## src/design/sfp_link_ctrl_pkg.sv

```systemverilog
// timing constants and shared types for the sfp link control blocks, imported by each RTL module
package sfp_link_ctrl_pkg;

    // ------------------------------------------------------------
    // widths and data types
    // ------------------------------------------------------------
    localparam int send_count_w = 10;     // period counter
    localparam int ram_addr_w   = 25;     // packet RAM start address
    localparam int host_addr_w  = 6;      // address field from the host

    typedef logic [send_count_w-1:0] send_count_t;
    typedef logic [ram_addr_w-1:0]   ram_addr_t;

    // ------------------------------------------------------------
    // send timing (short test-build periods)
    // ------------------------------------------------------------

    // channel 1 strobe rises one edge after the counter hits this
    localparam send_count_t period_send_1 = send_count_t'(255);

    // base for the channel 2 release and the counter wrap
    localparam send_count_t period_send_2 = send_count_t'(511);

    localparam send_count_t strobe_len           = send_count_t'(3);   // strobe width in cycles
    localparam send_count_t wrap_offset          = send_count_t'(10);  // wrap at base + 10
    localparam send_count_t relay_release_offset = send_count_t'(3);   // host mode release point

    // first channel 1 transfer always starts at word 1
    localparam ram_addr_t ch1_start_addr = ram_addr_t'(1);

    // ------------------------------------------------------------
    // health indicator
    // ------------------------------------------------------------
    localparam logic [31:0] blink_half_period = 32'd25;   // cycles between toggles

    // ------------------------------------------------------------
    // channel 2 send state
    // ------------------------------------------------------------
    typedef enum logic
    {
        relay_idle    = 1'b0,   // no send requested
        relay_sending = 1'b1    // cmd_send_2 asserted
    } relay_state_t;

endpackage : sfp_link_ctrl_pkg
```

## src/design/sfp_link_ctrl_top.sv

```systemverilog
// top level of the sfp link control logic joining the transmit scheduler and the panel indicators
module sfp_link_ctrl_top
(
    input  logic                                        clk_50_pll,
    input  logic                                        main_reset,

    // ------------------------------------------------------------
    // link status
    // ------------------------------------------------------------
    input  logic                                        mac_inited,
    input  logic                                        rx_ready,
    input  logic                                        rx_locked_to_ref,

    // ------------------------------------------------------------
    // host and receive path
    // ------------------------------------------------------------
    input  logic                                        host_send_cmd,
    input  logic [sfp_link_ctrl_pkg::host_addr_w-1:0]   host_start_addr,
    input  logic                                        data_saved_2,

    // ------------------------------------------------------------
    // transmit commands
    // ------------------------------------------------------------
    output logic                                        cmd_send_1,
    output sfp_link_ctrl_pkg::ram_addr_t                start_ram_addr_1,
    output logic                                        cmd_send_2,
    output sfp_link_ctrl_pkg::ram_addr_t                start_ram_addr_2,

    // ------------------------------------------------------------
    // front panel
    // ------------------------------------------------------------
    output logic                                        blink_led,
    output logic                                        sfp_txflt_led,
    output logic                                        sfp_rlos_led,
    output logic                                        sfp_prsn_led
);

    // send pacing for both transmit channels
    tx_command_scheduler u_tx_command_scheduler
    (
        .clk_50_pll       (clk_50_pll),
        .main_reset       (main_reset),
        .mac_inited       (mac_inited),
        .rx_ready         (rx_ready),
        .host_send_cmd    (host_send_cmd),
        .host_start_addr  (host_start_addr),
        .data_saved_2     (data_saved_2),
        .cmd_send_1       (cmd_send_1),
        .start_ram_addr_1 (start_ram_addr_1),
        .cmd_send_2       (cmd_send_2),
        .start_ram_addr_2 (start_ram_addr_2)
    );

    // heartbeat and status LEDs
    led_status_driver u_led_status_driver
    (
        .clk_50_pll       (clk_50_pll),
        .main_reset       (main_reset),
        .mac_inited       (mac_inited),
        .rx_ready         (rx_ready),
        .rx_locked_to_ref (rx_locked_to_ref),
        .blink_led        (blink_led),
        .sfp_txflt_led    (sfp_txflt_led),
        .sfp_rlos_led     (sfp_rlos_led),
        .sfp_prsn_led     (sfp_prsn_led)
    );

endmodule : sfp_link_ctrl_top

```

## src/design/led_status_driver.sv

```systemverilog
// front panel indicator logic with a heartbeat blink and link status mirroring
module led_status_driver
(
    input  logic clk_50_pll,
    input  logic main_reset,

    // link status sources
    input  logic mac_inited,
    input  logic rx_ready,
    input  logic rx_locked_to_ref,

    // front panel
    output logic blink_led,
    output logic sfp_txflt_led,
    output logic sfp_rlos_led,
    output logic sfp_prsn_led
);

    import sfp_link_ctrl_pkg::*;

    logic [31:0] blink_count;   // cycles since the last toggle

    // ------------------------------------------------------------
    // heartbeat divider
    // ------------------------------------------------------------
    always_ff @(posedge clk_50_pll or posedge main_reset)
    begin
        if (main_reset)
        begin
            blink_count <= '0;
            blink_led   <= 1'b0;
        end
        else if (blink_count == blink_half_period - 32'd1)
        begin
            blink_count <= '0;
            blink_led   <= ~blink_led;   // half period elapsed
        end
        else
        begin
            blink_count <= blink_count + 32'd1;
        end
    end

    // ------------------------------------------------------------
    // status mirrors
    // ------------------------------------------------------------
    assign sfp_txflt_led = mac_inited;         // MAC init done
    assign sfp_rlos_led  = rx_ready;           // receiver out of reset
    assign sfp_prsn_led  = rx_locked_to_ref;   // CDR locked to reference

    // a toggle is always followed by at least one steady cycle
    a_blink_steady : assert property (@(posedge clk_50_pll) disable iff (main_reset)
        $changed(blink_led) |=> $stable(blink_led));

endmodule : led_status_driver

```

## src/design/tx_command_scheduler.sv

```systemverilog
// transmit command scheduler for both send channels, instantiated by the link control top level
module tx_command_scheduler
(
    input  logic                                        clk_50_pll,
    input  logic                                        main_reset,

    // link status from the MAC and transceiver reset logic
    input  logic                                        mac_inited,
    input  logic                                        rx_ready,

    // host send request and its start address
    input  logic                                        host_send_cmd,
    input  logic [sfp_link_ctrl_pkg::host_addr_w-1:0]   host_start_addr,

    // receive path notice for channel 2
    input  logic                                        data_saved_2,

    // transmit channel 1
    output logic                                        cmd_send_1,
    output sfp_link_ctrl_pkg::ram_addr_t                start_ram_addr_1,

    // transmit channel 2
    output logic                                        cmd_send_2,
    output sfp_link_ctrl_pkg::ram_addr_t                start_ram_addr_2
);

    import sfp_link_ctrl_pkg::*;

    logic         host_send_sync;   // registered host request
    logic         link_up;
    logic         advance;          // counter step enable
    send_count_t  send_count;

    relay_state_t relay_state;
    relay_state_t relay_next;

    assign link_up = mac_inited & rx_ready;
    assign advance = link_up & host_send_sync;

    // ------------------------------------------------------------
    // host request register
    // ------------------------------------------------------------

    // holds with the rest of the scheduler while the link is down
    always_ff @(posedge clk_50_pll or posedge main_reset)
    begin
        if (main_reset)
        begin
            host_send_sync <= 1'b0;
        end
        else if (link_up)
        begin
            host_send_sync <= host_send_cmd;
        end
    end

    // ------------------------------------------------------------
    // period counter and channel 1 strobe
    // ------------------------------------------------------------
    always_ff @(posedge clk_50_pll or posedge main_reset)
    begin
        if (main_reset)
        begin
            send_count       <= '0;
            cmd_send_1       <= 1'b0;
            start_ram_addr_1 <= '0;
        end
        else if (link_up)   // everything freezes while the link is down
        begin
            if (host_send_sync)
            begin
                send_count <= send_count + send_count_t'(1);
                if (send_count == period_send_1)
                begin
                    cmd_send_1       <= 1'b1;
                    start_ram_addr_1 <= ch1_start_addr;
                end
                else if (send_count == period_send_1 + strobe_len)
                begin
                    cmd_send_1 <= 1'b0;   // end of strobe
                end
                else if (send_count == period_send_2 + wrap_offset)
                begin
                    send_count <= '0;
                end
            end
            else
            begin
                cmd_send_1 <= 1'b0;   // request withdrawn so the counter holds
            end
        end
    end

    // ------------------------------------------------------------
    // channel 2 state machine
    // ------------------------------------------------------------
    always_ff @(posedge clk_50_pll or posedge main_reset)
    begin
        if (main_reset)
        begin
            relay_state <= relay_idle;
        end
        else
        begin
            relay_state <= relay_next;
        end
    end

    always_comb
    begin
        relay_next = relay_state;
        if (link_up)
        begin
            if (host_send_sync)
            begin
                // host mode gives only a one cycle gap per period
                case (relay_state)
                    relay_idle:
                    begin
                        relay_next = relay_sending;
                    end
                    relay_sending:
                    begin
                        if (send_count == period_send_2 + relay_release_offset)
                        begin
                            relay_next = relay_idle;
                        end
                    end
                    default:
                    begin
                        relay_next = relay_idle;
                    end
                endcase
            end
            else if (data_saved_2)
            begin
                relay_next = relay_sending;   // follow the receive path
            end
            else
            begin
                relay_next = relay_idle;
            end
        end
    end

    assign cmd_send_2 = (relay_state == relay_sending);

    // host address widened to a RAM address
    assign start_ram_addr_2 = ram_addr_t'(host_start_addr);

    // ------------------------------------------------------------
    // checks
    // ------------------------------------------------------------

    // after strobe_len advancing cycles high the strobe must drop
    a_strobe_len : assert property (@(posedge clk_50_pll) disable iff (main_reset)
        (cmd_send_1 && advance) [*strobe_len] |=> !cmd_send_1);

    a_count_range : assert property (@(posedge clk_50_pll) disable iff (main_reset)
        send_count <= period_send_2 + wrap_offset);

    // link down freezes channel 2
    a_ch2_frozen : assert property (@(posedge clk_50_pll) disable iff (main_reset)
        !link_up |=> $stable(cmd_send_2));

endmodule : tx_command_scheduler

```

## config.mk

```make
export PLATFORM = sky130hd
export DESIGN_NAME = sfp_link_ctrl_top
export DESIGN_NICKNAME = d
export VERILOG_FILES = /design/src/design/sfp_link_ctrl_pkg.sv /design/src/design/sfp_link_ctrl_top.sv /design/src/design/led_status_driver.sv /design/src/design/tx_command_scheduler.sv
export SDC_FILE = /design/constraint.sdc
export NUM_CORES = 1
export LEC_CHECK = 0
export ABC_AREA = 1
export BUFFER_PORTS_ARGS = -buffer_cell sky130_fd_sc_hd__buf_2
export CORE_UTILIZATION = 55
export DETAILED_ROUTE_END_ITERATION = 7
export GPL_TIMING_DRIVEN = 0
export HOLD_SLACK_MARGIN = 0.15
export PLACE_DENSITY = 0.84
export SETUP_SLACK_MARGIN = 0.15
export SLEW_MARGIN = 20
export SYNTH_ARGS = -nofsm -noshare
export SYNTH_HDL_FRONTEND = slang
export SYNTH_SLANG_ARGS = --single-unit
```

## constraint.sdc

```tcl
create_clock -name clk_50_pll -period 1.77 [get_ports clk_50_pll]
set_input_delay 0 -clock clk_50_pll [delete_from_list [all_inputs] [get_ports clk_50_pll]]
set_output_delay 0 -clock clk_50_pll [all_outputs]
set_load 0.005 [all_outputs]
```

# Word-level counts from Yosys, hierarchy flattened
# Index checks and enable logic that the tools add are counted.
# Widths: inputs -> output; s select.
classes:
  addsub: 2
  eq_ne: 6
  mux: 11
  n_bitwise: 3
  n_reduce_logical: 3
ops:
  columns: ["operator", "count"]
  rows:
  - ["$add 32x1->32 const B", 1]
  - ["$eq 32x5->1 const B", 1]
  - ["$mux 32", 1]
  - ["$mux 10", 3]
  - ["$eq 10x10->1 const B", 2]
  - ["$add 10x1->10 const B", 1]
  - ["$eq 10x8->1 const B", 1]
  - ["$eq 10x9->1 const B", 1]
  - ["$mux 1", 6]
  - ["$reduce_and 2->1", 2]
  - ["$ne 3x3->1 const B", 1]
  - ["$reduce_and 3->1", 1]
  - ["$not 1->1", 2]
  - ["$pmux 1 s2", 1]
  - ["$and 1x1->1", 1]
totals:
  register_bits: 47
  input_bits: 13
  out_inout_bits: 56
  elab_cells: 32

# Logic depth before layout (Yosys ltp)
depth:
  depth_word: 4
  ltp_mapped: 9
  depth_no_buf: 9

# Cells and area by module
# Synthesis repeated with hierarchy kept, for this count alone.
unflattened:
  cells_unflattened: 454
  hier_area_um2: 3268.1
by_module_without_submodules:
  columns: ["mod", "n_inst", "cells_per_inst", "area_per_inst_um2", "seq_area_each_um2"]
  rows:
  - ["led_status_driver", 1, 289, 2052.0, 825.8]
  - ["tx_command_scheduler", 1, 165, 1216.2, 350.3]

# Worst setup path after synthesis
# No wires, ideal clock.
synth_timing:
  path_kind: "reg-to-reg"
  from: "register u_led_status_driver.blink_count[0]"
  to: "register u_led_status_driver.blink_count[12]"
  setup_ns: 0.118
  arrival_time_ns: 1.252
  required_time_ns: 1.652
  slack_ns: 0.400
  path_stages_with_launch: 8
  n_path_buf: 0
  period_less_slack_ns: 1.370
  cell_sequence: "dfrtp_1 -> ha_1 -> inv_1 -> nor2_4 -> inv_1 -> nor2_2 -> xor2_1 -> inv_1"
synth_via:
  elab_chain_cells: 2
  word_cells_on_any_way: 3
  cone_classes: "1 x add/sub; 1 x eq/ne; 1 x mux"
synth_lines:
  columns: ["item", "line_no", "rtl"]
  rows:
  - ["from (decl)", "led_status_driver.sv:21", "logic [31:0] blink_count;"]
  - ["from (signal assigned)", "led_status_driver.sv:40", "blink_count <= blink_count + 32'd1;"]
  - ["$add 32x1->32 or $eq 32x5->1 (tied branches)", "led_status_driver.sv:40, led_status_driver.sv:33", null]
  - ["$mux 32 (*)", "led_status_driver.sv:33", "else if (blink_count == blink_half_period - 32'd1)"]
# Mark *: on every way between the ends. The rest lies on a longest branch, timed or not.
# A chain may end at the register's enable or synchronous reset.

# Worst setup path after layout
layout_timing:
  from: "register u_led_status_driver.blink_count[1]"
  to: "register u_led_status_driver.blink_count[12]"
# The elaborated chain is that of the path after synthesis.

==> summary.md <==
| Metric | Value |
|---|---|
| Status | finished, final reports clean |
| Post-synthesis cell type count | 20 |
| Pleak | 2.081 nW |
| Layout area overhead | 16.52% |
| Worst-skew pair later-pin latency | 300 ps |
| Clock Power Share | 28.1% |
| First-pass GRT wire length | 11470 um |
| Max Slew Vio Count | 0 |
| Top cell by count, worst path | inv_1 |
| Final WL | 6657 um |
| Fill count | 496 |
| GR met1 Demand/Resource | 32.41% |
| Hold Path Stages | 2 |
| Hpwl dp | 5278 um |
| Initial antenna violation count | 0 |
| Fin crit share | 85.45% |
| Synth Area per Inst | 6.892 sq um |
| CTS Sinks | 47 |
| Worst path required time | 1970 ps |
| Worst hold start | host_start_addr[3] |
| CP Capture Type | flip-flop |
| Main synth FF type | dfrtp_1 |
| Buffers on Ports | 18 |
| Core area | 5574 sq um |
| Post-CTS Setup Repair Bufs | 0 |
| Final net count | 559 |
| FP Rows | 27 |
| Combinational power share | 18.6% |
| Critical Path Slowest Stage Cell | dfrtp_1 |
| Synth top area cells | dfrtp_1 (37%), nand2_1 (16%), buf_4 (12%) |
| Antenna Cells | 0 |
| Max Clock Freq | 661.2 MHz |
| Seq pwr share | 53.3% |
| GPL Wtd Cong | 0.9165 |
| Area leader, netlist | dfrtp_1 |
| Unrepaired setup endpoints after global routing | no |
| Remaining routing DRC violations | 0 |
| PwrDens | 624.7 nW/um^2 |
| Arrival time at the worst endpoint | 1710 ps |
| Cts bufs inserted | 5 |
| Final hold vios | 0 |
| FF-to-FF setup slack | 260 ps |
| Synthesized flop and latch total | 47 |
| Peak supply drop | 0.5700 mV |
| H-tree depth | 2 |
| Worst reg2reg path startpoint | u_led_status_driver.blink_count[1]$_DFF_PP0_ |
| Finished Layout Cells | 614 |
| Avg WL per Cell | 10.84 um |
| Reg clk slew, reported paths | 90 ps |
| WHS Endpoint | start_ram_addr_2[3] |
| EDFF count, synth | 0 |
| Routed via count | 2804 |
| Met2 global-route usage | 39.74% |
| Sequential share of the synthesized area | 36.62% |
| Width of the die | 78.42 um |
| GRT met3 Usage | 4.070% |
| Startpoint types | flip-flop |
| Chip height | 78.42 um |
| Internal Pwr Total | 0.001620 W |
| Largest net degree at the start of global routing | 33 |
| Worst r2r dst | u_led_status_driver.blink_count[12]$_DFF_PP0_ |
| CP Buf/Inv Count | 3 |
| IO Pins | 69 |
| Critical-path cell list | ha_2 -> inv_1 -> nor2_4 -> inv_1 -> nor2_4 -> xor2_1 -> inv_1 |
| Via/cell ratio | 4.567 |
| CP Max Fanout | 5 |
| Yosys warns | 0 |
| Layer with the highest usage | met2 |
| Worst Hold Class | input pin to output pin |
| Worst R2R Path Depth | 7 |
| Fraction of registers with async set/reset | 100.0% |
| Psw | 0.0007182 W |
| Routed Antenna Nets | 0 |
| Net Sw Frac | 30.72% |
| Pre-antenna DRT Iters | 4 |
| Final setup violation count | 0 |
| CP max stage delay | 420 ps |
| Setup_tns | 0 ps |
| GRT Total Usage | 23.88% |
| Synth Cell Area | 3212 sq um |
| Critical path class | flip-flop to flip-flop |
| Vias in the first global route | 2563 |
| Storage element area | 1177 sq um |
| Clock root cell | clkbuf_8 |
| Die footprint | 6149 sq um |
| Drt initial violations | 146 |
| Commonest cells in the netlist | nand2_1 (137), nor2_1 (75), inv_1 (69) |
| Area of the multi-input gates | 1549 sq um |
| Delay-heaviest family, CP | flip-flops |
| Crit path time final | 1512 ps |
| Placed Instances | 599 |
| Mapped Cells | 466 |
| Clock skew | 12.12 ps |
| Fraction of layout cells with a size suffix above 1 | 18.45% |
| Max cap viols | 0 |
| CTS tree | yes |
| Max clock buf depth | 2 |
| Effective utilization at floorplan | 57.62% |
| Top-area cell type share of the netlist area | 36.62% |
| Most common cell in the netlist | nand2_1 |
| Grt ovf | 0 |
[metal layers]
layer / up-vias / routed length [um]
met4: 0 / 57
met1: 1274 / 3067
met2: 81 / 3168
met3: 7 / 363
met5: - / 0
li1: 1442 / -
[placed cells by master, fill, tap and decap left out]
cell	n
nand3_1	30
nor2_2	5
o21ai_0	5
nor2_4	6
xor2_1	17
buf_2	18
a21oi_1	1
ha_2	1
xnor2_1	3
clkinvlp_4	2
nor2_1	75
inv_1	68
ha_1	4
nand3_2	1
nand4_1	3
nor3_1	3
dlygate4sd3_1	7
buf_12	1
dfrtp_2	1
nor3_2	1
conb_1	43
clkinv_2	1
buf_4	52
inv_2	3
dfrtp_1	46
clkbuf_8	5
nand2_2	3
nand2_1	137
[sequential cells by signal, summed over array words and instances (netlist names)]
register / count
u_tx_command_scheduler.start_ram_addr_1: 1
u_led_status_driver.blink_count: 32
u_tx_command_scheduler.host_send_sync: 1
u_tx_command_scheduler.cmd_send_2: 1
u_tx_command_scheduler.send_count: 10
u_tx_command_scheduler.cmd_send_1: 1
u_led_status_driver.blink_led: 1
[power by group through the flow]
| stage | registers (W) | logic (W) | clock network, W |
|---|---|---|---|
| 6_report | 0.00125 | 0.000435 | 0.000656 |
| 5_1_grt | 0.00126 | 0.000505 | 0.000721 |
| 4_1_cts | 0.00124 | 0.000431 | 0.000674 |
| 3_5_place_dp | 0.00126 | 0.000418 | 0 |
| 3_3_place_gp | 0.00126 | 0.000395 | 0 |
| 2_1_floorplan | 0.00124 | 0.000341 | 0 |
[worst register-to-register path, delay by kind of cell, from the launching register on]
family                   cells  cell delay (ps)
adder cells (fa/ha/maj)      1              230
AND/OR/NAND/NOR              2              340
flip-flops                   1              420
XOR/XNOR                     1              170
buffers and inverters        3              250
[logic make-up after synthesis]
kind of cell	count (synthesis)	share of synthesized area (%)
compound gates	6	0.9347
xor+xnor	20	5.454
fa+ha+maj	5	1.948
buf+inv	123	20.45
flops	47	36.62
other cells	1	0.1168
simple gates	264	34.48
[layout make-up]
class                   count  share of cell area [%]
well taps                  72                   2.407
plain buffers              52                   10.43
inverters                  71                   7.121
multi-input cells         338                   41.39
clock inverters             3                  0.5349
repair buffers             26                   4.814
clock buffers               5                   1.839
flip-flops and latches     47                   31.46
[per-stage QoR]
step,power (W),instance area [sq um],hold WS [ps],utilization [%],worst slack [ps]
floorplan,0.001579,3369,80.82,-,400.4
global placement,0.001651,3550,166.4,63.68,44.81
detailed placement,0.001680,3570,-2.695,64.04,186.0
CTS,0.002347,3729,165.9,66.89,160.0
global route,0.002486,3742,168.1,67.14,152.6
finish,0.002338,3742,164.8,67.14,257.5
[worst max path at each step]
stage | start | end | depth (start not counted)
final | u_led_status_driver.blink_count[1]$_DFF_PP0_ | u_led_status_driver.blink_count[12]$_DFF_PP0_ | 7
after CTS | u_led_status_driver.blink_count[0]$_DFF_PP0_ | u_led_status_driver.blink_count[28]$_DFF_PP0_ | 8
after floorplan | u_led_status_driver.blink_count[0]$_DFF_PP0_ | u_led_status_driver.blink_count[12]$_DFF_PP0_ | 7
after global routing | u_led_status_driver.blink_count[1]$_DFF_PP0_ | u_led_status_driver.blink_count[30]$_DFF_PP0_ | 8
after global placement | main_reset | u_led_status_driver.blink_count[28]$_DFF_PP0_ | 2
after detailed placement | u_led_status_driver.blink_count[0]$_DFF_PP0_ | u_led_status_driver.blink_count[28]$_DFF_PP0_ | 8
[what timing repair did]
action,4_1_cts,5_1_grt
endpoints found under the setup margin,0,5
resized for setup,0,4
hold buffers,7,0
endpoints found under the hold margin,51,0
(Power assumes the default switching activity.)
